**config.mk**
```make
export PLATFORM = sky130hd
export DESIGN_NAME = tx_rf_subsys
export DESIGN_NICKNAME = d
export VERILOG_FILES = /design/src/tx_rf_pkg.sv /design/src/tx_rf_subsys.sv /design/src/dac_frontend.sv /design/src/tx_frame_sequencer.sv /design/src/tx_on_detection.sv /design/src/tx_iq_fifo.sv
export SDC_FILE = /design/constraint.sdc
export NUM_CORES = 1
export LEC_CHECK = 0
export ABC_AREA = 1
export BUFFER_PORTS_ARGS = -buffer_cell sky130_fd_sc_hd__buf_2
export CAP_MARGIN = 10
export CORE_ASPECT_RATIO = 1.4
export CORE_MARGIN = 5
export CORE_UTILIZATION = 50
export DETAILED_ROUTE_END_ITERATION = 16
export GPL_TIMING_DRIVEN = 0
export PLACE_DENSITY = 0.75
export SYNTH_ARGS = -nofsm -noshare
export SYNTH_HDL_FRONTEND = slang
export SYNTH_SLANG_ARGS = --single-unit
```
**constraint.sdc**
```tcl
create_clock -name clk -period 3.2 [get_ports clk]
set_input_delay 0 -clock clk [delete_from_list [all_inputs] [get_ports clk]]
set_output_delay 0 -clock clk [all_outputs]
set_load 0.02 [all_outputs]
```
**src/tx_rf_pkg.sv**
```systemverilog
// shared sizes, delay scaling and sequencer state codes for the tx rf timing subsystem
`default_nettype none

package tx_rf_pkg;

    // transmit chains and sample word size per chain
    localparam int NUM_CHAINS = 2;
    localparam int SAMPLE_W = 16;

    // per-chain IQ FIFO
    localparam int FIFO_DEPTH = 16;
    localparam int FIFO_AW = $clog2(FIFO_DEPTH);

    // frame length in samples
    localparam int LEN_W = 10;

    // each delay setting unit is worth COUNT_SCALE clocks
    localparam int COUNT_SCALE = 4;
    localparam int CNT_W = 14;

    // clocks from phy_tx_start to phy_tx_started
    localparam int START_GAP = 3;

    // longest possible bb to rf delay plus extension, with some margin
    // used when a frame never opens an rf window
    localparam int DRAIN_TIMEOUT = (255 + 127) * COUNT_SCALE + 16;

    // frame sequencer states
    localparam logic [2:0] SEQ_IDLE = 3'd0;
    localparam logic [2:0] SEQ_GAP = 3'd1;
    localparam logic [2:0] SEQ_DATA = 3'd2;
    localparam logic [2:0] SEQ_DRAIN = 3'd3;
    localparam logic [2:0] SEQ_ACK = 3'd4;

endpackage

`default_nettype wire
```
**src/tx_rf_subsys.sv**
```systemverilog
// top level of the tx rf timing subsystem with one FIFO and detector pair per chain
`timescale 1ns/1ps
`default_nettype none

module tx_rf_subsys import tx_rf_pkg::*; (
    input  logic                           clk,
    input  logic                           rstn,
    input  logic                           tx_req,
    input  logic [LEN_W-1:0]               tx_len,
    output logic                           tx_ack,
    input  logic                           sample_valid,
    output logic                           sample_ready,
    input  logic [NUM_CHAINS*SAMPLE_W-1:0] sample_data,
    input  logic [7:0]                     bb_rf_delay,
    input  logic [6:0]                     rf_end_ext,
    input  logic [6:0]                     chain_on_delay,
    input  logic [6:0]                     chain_off_delay,
    output logic [NUM_CHAINS-1:0]          dac_valid,
    output logic [NUM_CHAINS*SAMPLE_W-1:0] dac_data,
    output logic [NUM_CHAINS-1:0]          pa_en,
    output logic [NUM_CHAINS-1:0]          tx_bb_is_ongoing,
    output logic                           tx_core_is_ongoing
);

    logic                           phy_tx_start;
    logic                           phy_tx_started;
    logic                           phy_tx_done;
    logic                           fifo_wr;
    logic [NUM_CHAINS*SAMPLE_W-1:0] fifo_wdata;
    logic [NUM_CHAINS-1:0]          fifo_rd;
    logic [NUM_CHAINS*SAMPLE_W-1:0] fifo_rdata;
    logic [NUM_CHAINS-1:0]          fifo_empty;
    logic [NUM_CHAINS-1:0]          fifo_full;
    logic [NUM_CHAINS-1:0]          tx_rf_is_ongoing;
    logic [NUM_CHAINS-1:0]          tx_chain_on;
    logic [NUM_CHAINS-1:0]          core_on;
    logic                           rf_busy;

    // every chain sees the same phy events, so any of them reports the core window
    assign tx_core_is_ongoing = |core_on;

    tx_frame_sequencer u_seq (
        .clk            (clk),
        .rstn           (rstn),
        .tx_req         (tx_req),
        .tx_len         (tx_len),
        .tx_ack         (tx_ack),
        .sample_valid   (sample_valid),
        .sample_ready   (sample_ready),
        .sample_data    (sample_data),
        .fifo_full      (fifo_full),
        .rf_busy        (rf_busy),
        .phy_tx_start   (phy_tx_start),
        .phy_tx_started (phy_tx_started),
        .phy_tx_done    (phy_tx_done),
        .fifo_wr        (fifo_wr),
        .fifo_wdata     (fifo_wdata)
    );

    for (genvar i = 0; i < NUM_CHAINS; i++) begin : g_chain
        tx_iq_fifo u_fifo (
            .clk   (clk),
            .rstn  (rstn),
            .wr    (fifo_wr),
            .wdata (fifo_wdata[i*SAMPLE_W +: SAMPLE_W]),
            .rd    (fifo_rd[i]),
            .rdata (fifo_rdata[i*SAMPLE_W +: SAMPLE_W]),
            .empty (fifo_empty[i]),
            .full  (fifo_full[i])
        );

        tx_on_detection u_det (
            .clk                (clk),
            .rstn               (rstn),
            .bb_rf_delay        (bb_rf_delay),
            .rf_end_ext         (rf_end_ext),
            .chain_on_delay     (chain_on_delay),
            .chain_off_delay    (chain_off_delay),
            .phy_tx_start       (phy_tx_start),
            .phy_tx_started     (phy_tx_started),
            .phy_tx_done        (phy_tx_done),
            .tx_iq_fifo_empty   (fifo_empty[i]),
            .tx_core_is_ongoing (core_on[i]),
            .tx_bb_is_ongoing   (tx_bb_is_ongoing[i]),
            .tx_rf_is_ongoing   (tx_rf_is_ongoing[i]),
            .tx_chain_on        (tx_chain_on[i]),
            .pulse_tx_bb_end    ()
        );
    end

    dac_frontend u_dac (
        .clk              (clk),
        .rstn             (rstn),
        .fifo_empty       (fifo_empty),
        .fifo_rdata       (fifo_rdata),
        .tx_rf_is_ongoing (tx_rf_is_ongoing),
        .tx_chain_on      (tx_chain_on),
        .fifo_rd          (fifo_rd),
        .dac_valid        (dac_valid),
        .dac_data         (dac_data),
        .pa_en            (pa_en),
        .rf_busy          (rf_busy)
    );

endmodule

`default_nettype wire

```
**src/dac_frontend.sv**
```systemverilog
// DAC front end draining the chain FIFOs and gating the power amplifiers from the chain windows
`timescale 1ns/1ps
`default_nettype none

module dac_frontend import tx_rf_pkg::*; (
    input  logic                           clk,
    input  logic                           rstn,
    input  logic [NUM_CHAINS-1:0]          fifo_empty,
    input  logic [NUM_CHAINS*SAMPLE_W-1:0] fifo_rdata,
    input  logic [NUM_CHAINS-1:0]          tx_rf_is_ongoing,
    input  logic [NUM_CHAINS-1:0]          tx_chain_on,
    output logic [NUM_CHAINS-1:0]          fifo_rd,
    output logic [NUM_CHAINS-1:0]          dac_valid,
    output logic [NUM_CHAINS*SAMPLE_W-1:0] dac_data,
    output logic [NUM_CHAINS-1:0]          pa_en,
    output logic                           rf_busy
);

    // one sample per clock whenever a chain has data
    assign fifo_rd = ~fifo_empty;

    always_ff @(posedge clk) begin
        for (int i = 0; i < NUM_CHAINS; i++) begin
            if (fifo_rd[i]) begin
                dac_data[i*SAMPLE_W +: SAMPLE_W] <= fifo_rdata[i*SAMPLE_W +: SAMPLE_W];
            end
        end
    end

    always_ff @(posedge clk) begin
        if (!rstn) begin
            dac_valid <= '0;
            pa_en     <= '0;
            rf_busy   <= 1'b0;
        end else begin
            dac_valid <= fifo_rd;
            // amplifier only while both rf and chain windows are open
            pa_en     <= tx_rf_is_ongoing & tx_chain_on;
            rf_busy   <= |tx_rf_is_ongoing;
        end
    end

endmodule

`default_nettype wire

```
**src/tx_frame_sequencer.sv**
```systemverilog
// frame sequencer taking host req/ack and samples, issuing phy events and FIFO writes
`timescale 1ns/1ps
`default_nettype none

module tx_frame_sequencer import tx_rf_pkg::*; (
    input  logic                           clk,
    input  logic                           rstn,
    input  logic                           tx_req,
    input  logic [LEN_W-1:0]               tx_len,
    output logic                           tx_ack,
    input  logic                           sample_valid,
    output logic                           sample_ready,
    input  logic [NUM_CHAINS*SAMPLE_W-1:0] sample_data,
    input  logic [NUM_CHAINS-1:0]          fifo_full,
    input  logic                           rf_busy,
    output logic                           phy_tx_start,
    output logic                           phy_tx_started,
    output logic                           phy_tx_done,
    output logic                           fifo_wr,
    output logic [NUM_CHAINS*SAMPLE_W-1:0] fifo_wdata
);

    logic [2:0]       state;
    logic [LEN_W-1:0] remaining;
    logic [CNT_W-1:0] wait_cnt;
    logic             busy_seen;
    logic             beat;

    // any full chain stalls intake for all chains
    assign sample_ready = (state == SEQ_DATA) && (remaining != '0) && !(|fifo_full);
    assign beat         = sample_valid && sample_ready;

    // one write strobe for all chains, each takes its own slice
    assign fifo_wr    = beat;
    assign fifo_wdata = sample_data;

    always_ff @(posedge clk) begin
        if (!rstn) begin
            state          <= SEQ_IDLE;
            tx_ack         <= 1'b0;
            phy_tx_start   <= 1'b0;
            phy_tx_started <= 1'b0;
            phy_tx_done    <= 1'b0;
            remaining      <= '0;
            wait_cnt       <= '0;
            busy_seen      <= 1'b0;
        end else begin
            phy_tx_start   <= 1'b0;
            phy_tx_started <= 1'b0;
            phy_tx_done    <= 1'b0;

            if (state == SEQ_IDLE) begin
                busy_seen <= 1'b0;
            end else if (rf_busy) begin
                busy_seen <= 1'b1;
            end

            case (state)
                SEQ_IDLE: begin
                    wait_cnt <= '0;
                    if (tx_req) begin
                        phy_tx_start <= 1'b1;
                        state        <= SEQ_GAP;
                    end
                end
                SEQ_GAP: begin
                    wait_cnt <= wait_cnt + 1'b1;
                    if (wait_cnt == CNT_W'(START_GAP - 1)) begin
                        phy_tx_started <= 1'b1;
                        remaining      <= tx_len;
                        state          <= SEQ_DATA;
                    end
                end
                SEQ_DATA: begin
                    wait_cnt <= '0;
                    if (beat) begin
                        remaining <= remaining - 1'b1;
                    end
                    // empty frames finish at once
                    if (remaining == '0 || (beat && remaining == LEN_W'(1))) begin
                        phy_tx_done <= 1'b1;
                        state       <= SEQ_DRAIN;
                    end
                end
                SEQ_DRAIN: begin
                    if (wait_cnt != '1) begin
                        wait_cnt <= wait_cnt + 1'b1;
                    end
                    // wait for the rf window to close, or give up if it never opened
                    if (!rf_busy && (busy_seen || wait_cnt >= CNT_W'(DRAIN_TIMEOUT))) begin
                        tx_ack <= 1'b1;
                        state  <= SEQ_ACK;
                    end
                end
                SEQ_ACK: begin
                    if (!tx_req) begin
                        tx_ack <= 1'b0;
                        state  <= SEQ_IDLE;
                    end
                end
                default: state <= SEQ_IDLE;
            endcase
        end
    end

endmodule

`default_nettype wire

```
**src/tx_on_detection.sv**
```systemverilog
// per-chain detector turning FIFO empty edges and phy events into baseband, rf and chain-on windows
`timescale 1ns/1ps
`default_nettype none

module tx_on_detection import tx_rf_pkg::*; (
    input  logic       clk,
    input  logic       rstn,
    input  logic [7:0] bb_rf_delay,
    input  logic [6:0] rf_end_ext,
    input  logic [6:0] chain_on_delay,
    input  logic [6:0] chain_off_delay,
    input  logic       phy_tx_start,
    input  logic       phy_tx_started,
    input  logic       phy_tx_done,
    input  logic       tx_iq_fifo_empty,
    output logic       tx_core_is_ongoing,
    output logic       tx_bb_is_ongoing,
    output logic       tx_rf_is_ongoing,
    output logic       tx_chain_on,
    output logic       pulse_tx_bb_end
);

    logic             bb_internal;
    logic [3:0]       bb_shift;
    logic             search_start;
    logic             empty_reg;
    logic             iq_running;
    logic             core_reg;
    logic             pulse_tx_bb_start;
    logic [CNT_W-1:0] delay_cnt;

    // scaled thresholds, registered once per clock
    logic [CNT_W-1:0] rf_on_top;
    logic [CNT_W-1:0] rf_off_top;
    logic [CNT_W-1:0] chain_on_top;
    logic [CNT_W-1:0] chain_off_top;

    assign tx_core_is_ongoing = core_reg | phy_tx_start;

    // keep the bb window open a few clocks so the end pulse sits inside it
    assign tx_bb_is_ongoing = bb_internal | (|bb_shift);

    assign pulse_tx_bb_start = bb_internal && !bb_shift[0];
    assign pulse_tx_bb_end   = !bb_internal && bb_shift[0];

    always_ff @(posedge clk) begin
        if (!rstn) begin
            rf_on_top     <= '0;
            rf_off_top    <= '0;
            chain_on_top  <= '0;
            chain_off_top <= '0;
            bb_internal   <= 1'b0;
            bb_shift      <= '0;
            empty_reg     <= 1'b1;
            search_start  <= 1'b0;
            iq_running    <= 1'b0;
            core_reg      <= 1'b0;
        end else begin
            rf_on_top     <= CNT_W'(bb_rf_delay) * CNT_W'(COUNT_SCALE);
            rf_off_top    <= rf_on_top + CNT_W'(rf_end_ext) * CNT_W'(COUNT_SCALE);
            chain_on_top  <= CNT_W'(chain_on_delay) * CNT_W'(COUNT_SCALE);
            chain_off_top <= CNT_W'(chain_off_delay) * CNT_W'(COUNT_SCALE);

            bb_shift  <= {bb_shift[2:0], bb_internal};
            empty_reg <= tx_iq_fifo_empty;

            if (phy_tx_start) begin
                core_reg <= 1'b1;
            end else if (phy_tx_done) begin
                core_reg <= 1'b0;
            end

            // before done look for the fifo filling, after done for it running dry
            if (phy_tx_started) begin
                search_start <= 1'b1;
            end else if (phy_tx_done) begin
                search_start <= 1'b0;
            end

            if (search_start) begin
                if (empty_reg && !tx_iq_fifo_empty) begin
                    bb_internal <= 1'b1;
                end
            end else if (!empty_reg && tx_iq_fifo_empty) begin
                bb_internal <= 1'b0;
            end

            if (pulse_tx_bb_start) begin
                iq_running <= 1'b1;
            end else if (pulse_tx_bb_end) begin
                iq_running <= 1'b0;
            end
        end
    end

    // counter restarts on each bb edge, windows follow the thresholds
    always_ff @(posedge clk) begin
        if (!rstn) begin
            delay_cnt        <= '0;
            tx_rf_is_ongoing <= 1'b0;
            tx_chain_on      <= 1'b0;
        end else if (pulse_tx_bb_start || pulse_tx_bb_end) begin
            delay_cnt <= '0;
        end else begin
            if (delay_cnt != '1) begin
                delay_cnt <= delay_cnt + 1'b1;
            end

            if (iq_running && delay_cnt == rf_on_top) begin
                tx_rf_is_ongoing <= 1'b1;
            end else if (!iq_running && delay_cnt == rf_off_top) begin
                tx_rf_is_ongoing <= 1'b0;
            end

            if (iq_running && delay_cnt == chain_on_top) begin
                tx_chain_on <= 1'b1;
            end else if (!iq_running && delay_cnt == chain_off_top) begin
                tx_chain_on <= 1'b0;
            end
        end
    end

endmodule

`default_nettype wire

```
**src/tx_iq_fifo.sv**
```systemverilog
// per-chain IQ sample FIFO, first-word-fall-through, written by the sequencer and read by the DAC side
`timescale 1ns/1ps
`default_nettype none

module tx_iq_fifo import tx_rf_pkg::*; (
    input  logic                clk,
    input  logic                rstn,
    input  logic                wr,
    input  logic [SAMPLE_W-1:0] wdata,
    input  logic                rd,
    output logic [SAMPLE_W-1:0] rdata,
    output logic                empty,
    output logic                full
);

    logic [SAMPLE_W-1:0] mem [FIFO_DEPTH];
    logic [FIFO_AW-1:0]  wr_ptr;
    logic [FIFO_AW-1:0]  rd_ptr;
    logic [FIFO_AW:0]    count;
    logic                do_wr;
    logic                do_rd;

    // writes when full and reads when empty are dropped
    assign do_wr = wr && !full;
    assign do_rd = rd && !empty;

    assign empty = (count == '0);
    assign full  = (count == (FIFO_AW + 1)'(FIFO_DEPTH));

    // head word is always on the output
    assign rdata = mem[rd_ptr];

    always_ff @(posedge clk) begin
        if (do_wr) begin
            mem[wr_ptr] <= wdata;
        end
    end

    always_ff @(posedge clk) begin
        if (!rstn) begin
            wr_ptr <= '0;
            rd_ptr <= '0;
            count  <= '0;
        end else begin
            if (do_wr) begin
                wr_ptr <= wr_ptr + 1'b1;
            end
            if (do_rd) begin
                rd_ptr <= rd_ptr + 1'b1;
            end
            case ({do_wr, do_rd})
                2'b10:   count <= count + 1'b1;
                2'b01:   count <= count - 1'b1;
                default: count <= count;
            endcase
        end
    end

endmodule

`default_nettype wire

```
==> flow_summary.rst <==
.. list-table::
   :header-rows: 1

   * - Metric
     - Value
   * - Result of the run
     - finished, final reports clean
   * - Final Hold Fails
     - 0
   * - Net count after synthesis
     - 2,512
   * - Maximum achievable frequency
     - 338 MHz
   * - Hold path depth
     - 4
   * - Pre-CTS setup slack
     - 0.259 ns
   * - R2R cell count
     - 10
   * - Max-slew violation total from the final report
     - 0
   * - Sw Share
     - 33.3%
   * - HP Start
     - bb_rf_delay[6]
   * - Grt total ovfl
     - 0
   * - Via count of the first global-routing pass
     - 20,800
   * - Minimum setup slack among reg-to-reg paths
     - 0.24 ns
   * - Maximum cell stage delay along the critical path
     - 0.83 ns
   * - Relative area change from synthesis to final layout
     - 17.5%
   * - Endpoint arrival time on the critical path
     - 3.22 ns
   * - Number of buffers inserted by post-CTS setup repair
     - 0
   * - Width of the die
     - 211 um
   * - Number of antenna violations at the first check in global routing
     - 1
   * - Number of design-rule violations left by the first detailed-router iteration
     - 2,322
   * - Worst hold path class
     - in -> reg
   * - Top Family by Delay on Critical Path
     - simple AND/OR/NAND/NOR gates
   * - Power per unit of standard cell area
     - 757 nW/um2
   * - Effective utilization at floorplan
     - 50.4%
   * - Antenna Nets Post-Route
     - 0
   * - Number of enable-type register cells in the synthesized netlist
     - 544
   * - Standard cell core area
     - 56,300 um2
   * - Reg-to-Reg End
     - g_chain[0].u_fifo.mem[9][9]$_DFFE_PP_
   * - Start of the worst register-to-register path
     - u_seq.remaining[0]$_SDFFE_PN0P_
   * - Number of levels in the clock H-tree
     - 2
   * - Most used cells in the layout excluding fill and tap cells
     - sky130_fd_sc_hd__edfxtp_1, sky130_fd_sc_hd__nor2_1, sky130_fd_sc_hd__nand2_1, sky130_fd_sc_hd__o21ai_0, sky130_fd_sc_hd__inv_1
   * - Drt total wl
     - 77,900 um
   * - Finished Cell Area
     - 33,300 um2
   * - Std-Cell Rows
     - 103
   * - Switching power summed over all nets
     - 8390 uW
   * - Per-cell via count in the routed design
     - 5.93
   * - Portion of total power attributed to combinational logic
     - 26.9%
   * - Post-DP Area
     - 30,400 um2
   * - Ratio of final minimum period to clock period
     - 92.5%
   * - Most common cell after layout, fill and taps aside
     - sky130_fd_sc_hd__edfxtp_1
   * - Layout Skew
     - 0.0422 ns
   * - Antenna diode count
     - 0
   * - Final count of negative-setup-slack endpoints
     - 0
   * - WL/cell
     - 22.4 um
   * - # port buffers
     - 114
   * - Share of flip-flops with an asynchronous set or reset after synthesis
     - 0%
   * - # Max-Cap Violations
     - 0
   * - Internal
     - 16,800 uW
   * - Reg with most FFs
     - g_chain.u_fifo.mem
   * - Placed wire-length estimate
     - 53,800 um
   * - Flops & latches, synth
     - 686
   * - Pin slew with the least headroom to its limit
     - 1.01 ns
   * - Endpoint of the worst hold path
     - g_chain[0].u_det.rf_on_top[8]$_SDFF_PN0_
   * - Critical Path Slowest Stage Cell
     - sky130_fd_sc_hd__nor2_2
   * - Final WS setup
     - 0.240 ns
   * - Sequential fraction of the synthesis area
     - 67.6%
   * - Flip-flop count of the largest register, all copies and words added
     - 512
   * - Vias
     - 20,600
   * - Top_reg_cell synth
     - sky130_fd_sc_hd__edfxtp_1
   * - Biggest area consumer among synthesized cells
     - sky130_fd_sc_hd__edfxtp_1
   * - Overall routing resource usage
     - 24.6%
   * - Count of instances resized after the clock tree is built
     - 0
   * - Bufs on Longest Clock Path
     - 3
   * - Area of the die
     - 61,700 um2
   * - Pin count of the biggest net entering global routing
     - 25
   * - Hold_buf cts
     - 77
   * - Combined buffer and inverter count along the critical path
     - 3
   * - Number of distinct library cells after synthesis
     - 54
   * - Total clock buffers created by CTS
     - 61
   * - Wire length of the first global-routing pass
     - 118,000 um
   * - Chip Height
     - 292 um
   * - Area share of the largest cell type after synthesis
     - 57.6%
   * - Cells along the critical path
     - inv_1 > ha_1 > nand2_2 > nor2_4 > nand3_2 > nand3_4 > inv_2 > buf_4 > nand2_1 > nor2_2
   * - Endpoint kind of the worst setup timing path
     - flop
   * - Clock tree root buffer cell
     - sky130_fd_sc_hd__clkbuf_16
   * - Biggest area contributors in the synthesized netlist
     - sky130_fd_sc_hd__edfxtp_1, sky130_fd_sc_hd__dfxtp_1, sky130_fd_sc_hd__nor2_1
   * - Ratio of cells with drive above 1 in the final layout
     - 12.4%
   * - Final Net Count
     - 2,795
   * - Setup repair after global routing missed its margin
     - false
   * - Post-Synthesis Cell Area
     - 28,400 um2
   * - Tightest slew margin relative to the limit
     - 32.5%
   * - Seq pwr share
     - 41.9%
   * - Top flop regs
     - g_chain.u_fifo.mem: 512 flops, u_dac.dac_data: 32 flops, g_chain.u_det.delay_cnt: 28 flops
   * - Critical path launch point type
     - flop
   * - Latest clock arrival within the worst-skew pair
     - 0.66 ns
   * - Data required time of the worst path
     - 3.46 ns
   * - Clock group share of total power
     - 31.2%
   * - Number of I/O pins
     - 116
   * - Number of sinks handled by clock tree synthesis
     - 686
   * - Clock-pin slew on the worst setup and hold paths
     - 0.06 ns
   * - Fin crit period
     - 2.96 ns
   * - Crit Path Max Fanout
     - 16
   * - Number of warnings printed during yosys synthesis
     - 0
   * - Detailed-router iteration count before antenna repair
     - 6
   * - Syn_area_per_cell
     - 11.8 um2
   * - Global placer's final weighted congestion
     - 0.932
   * - Largest vdd supply drop
     - 0.519 mV
   * - Kind of critical path
     - reg -> reg
   * - Cell count after synthesis
     - 2,405
   * - Clock tree from TritonCTS
     - yes
   * - Leakage
     - 0.0120 uW
   * - Number of remaining DRC errors
     - 0
-- stage by stage --
stage / power, uW / instances / setup TNS [ns] / hold slack (ns) / utilization [%]
final: 25200 / 3475 / 0 / 0.0831 / 59.2
after global routing: 26200 / 3475 / 0 / 0.0727 / 59.2
after CTS: 25200 / 3475 / 0 / 0.0463 / 59.2
after detailed placement: 17300 / 3283 / 0 / 0.185 / 54.0
after global placement: 17100 / 3254 / -85.72 / 0.183 / 53.0
after floorplan: 15000 / 2405 / 0 / 0.0976 / -
-- worst max-delay path by stage --
stage / cells past startpoint / endpoint / startpoint / slack [ns]
5_1_grt: 10 / g_chain[0].u_fifo.mem[9][6]$_DFFE_PP_ / u_seq.remaining[0]$_SDFFE_PN0P_ / 0.05
3_3_place_gp: 10 / g_chain[0].u_fifo.mem[4][13]$_DFFE_PP_ / u_seq.remaining[0]$_SDFFE_PN0P_ / -0.34
4_1_cts: 10 / g_chain[0].u_fifo.mem[8][9]$_DFFE_PP_ / u_seq.remaining[0]$_SDFFE_PN0P_ / 0.27
3_5_place_dp: 10 / g_chain[0].u_fifo.mem[8][15]$_DFFE_PP_ / u_seq.remaining[0]$_SDFFE_PN0P_ / 0.26
6_report: 10 / g_chain[0].u_fifo.mem[9][9]$_DFFE_PP_ / u_seq.remaining[0]$_SDFFE_PN0P_ / 0.24
2_1_floorplan: 10 / g_chain[1].u_fifo.mem[11][0]$_DFFE_PP_ / u_seq.remaining[0]$_SDFFE_PN0P_ / 0.72
-- kinds of logic (layout without fill, tap and decap cells) --
kind of cell	Yosys count	after routing	share of synthesized area, %
compound gates	487	487	11.0
fa+ha+maj	32	32	1.44
flops	686	686	67.6
buf+inv	316	651	4.38
mux	87	87	3.07
simple gates	760	760	11.4
xor+xnor	37	37	1.14
-- worst reg2reg max path: stages (launching register included) --
cell and delay, ns:
sky130_fd_sc_hd__dfxtp_1 0.35, sky130_fd_sc_hd__inv_1 0.11, sky130_fd_sc_hd__ha_1 0.27, sky130_fd_sc_hd__nand2_2 0.12, sky130_fd_sc_hd__nor2_4 0.05, sky130_fd_sc_hd__nand3_2 0.08, sky130_fd_sc_hd__nand3_4 0.18, sky130_fd_sc_hd__inv_2 0.16
sky130_fd_sc_hd__buf_4 0.19, sky130_fd_sc_hd__nand2_1 0.22, sky130_fd_sc_hd__nor2_2 0.83
-- layout make-up --
| type | count | area [um2] |
|---|---|---|
| plain buffers | 123 | 517 |
| inverters | 193 | 724 |
| repair buffers | 220 | 1820 |
| clock buffers | 71 | 1560 |
| clock inverters | 44 | 587 |
| fillers | 4363 | 23000 |
| well taps | 735 | 920 |
| multi-input cells | 1403 | 8030 |
| flip-flops and latches | 686 | 19200 |
-- synthesized netlist by cell type, types with 5 or more instances --
library cell / count
sky130_fd_sc_hd__edfxtp_1: 544
sky130_fd_sc_hd__nor2_1: 335
sky130_fd_sc_hd__nand2_1: 252
sky130_fd_sc_hd__o21ai_0: 202
sky130_fd_sc_hd__inv_1: 178
sky130_fd_sc_hd__dfxtp_1: 142
sky130_fd_sc_hd__o221ai_1: 90
sky130_fd_sc_hd__mux2i_1: 87
sky130_fd_sc_hd__clkbuf_1: 85
sky130_fd_sc_hd__a21oi_1: 73
sky130_fd_sc_hd__nand3_1: 67
sky130_fd_sc_hd__nor3_1: 44
sky130_fd_sc_hd__o211ai_1: 38
sky130_fd_sc_hd__o32ai_1: 35
sky130_fd_sc_hd__ha_1: 31
sky130_fd_sc_hd__xor2_1: 28
sky130_fd_sc_hd__buf_2: 24
sky130_fd_sc_hd__nand4_1: 16
sky130_fd_sc_hd__nor4_1: 12
sky130_fd_sc_hd__a31oi_1: 11
sky130_fd_sc_hd__inv_2: 11
sky130_fd_sc_hd__o22ai_1: 9
sky130_fd_sc_hd__xnor2_1: 9
sky130_fd_sc_hd__nand2_2: 7
sky130_fd_sc_hd__buf_1: 6
sky130_fd_sc_hd__buf_4: 6
sky130_fd_sc_hd__nand3_2: 5
-- per-layer routing --
layer	track usage (%)	up-vias	share of wire, %
li1	-	9249	-
met1	28.2	9893	35
met2	43.0	1168	50
met3	3.68	293	7.7
met4	15.6	2	7.2
met5	0	-	0.026
-- power by group through the flow --
stage          logic, uW  registers, uW  clock network [uW]
3_3_place_gp        6400          10700                   0
6_report            6800          10600                7860
5_1_grt             7320          10600                8300
2_1_floorplan       4050          11000                   0
3_5_place_dp        6600          10700                   0
4_1_cts             6740          10600                7930
(Power assumes the default switching activity.)
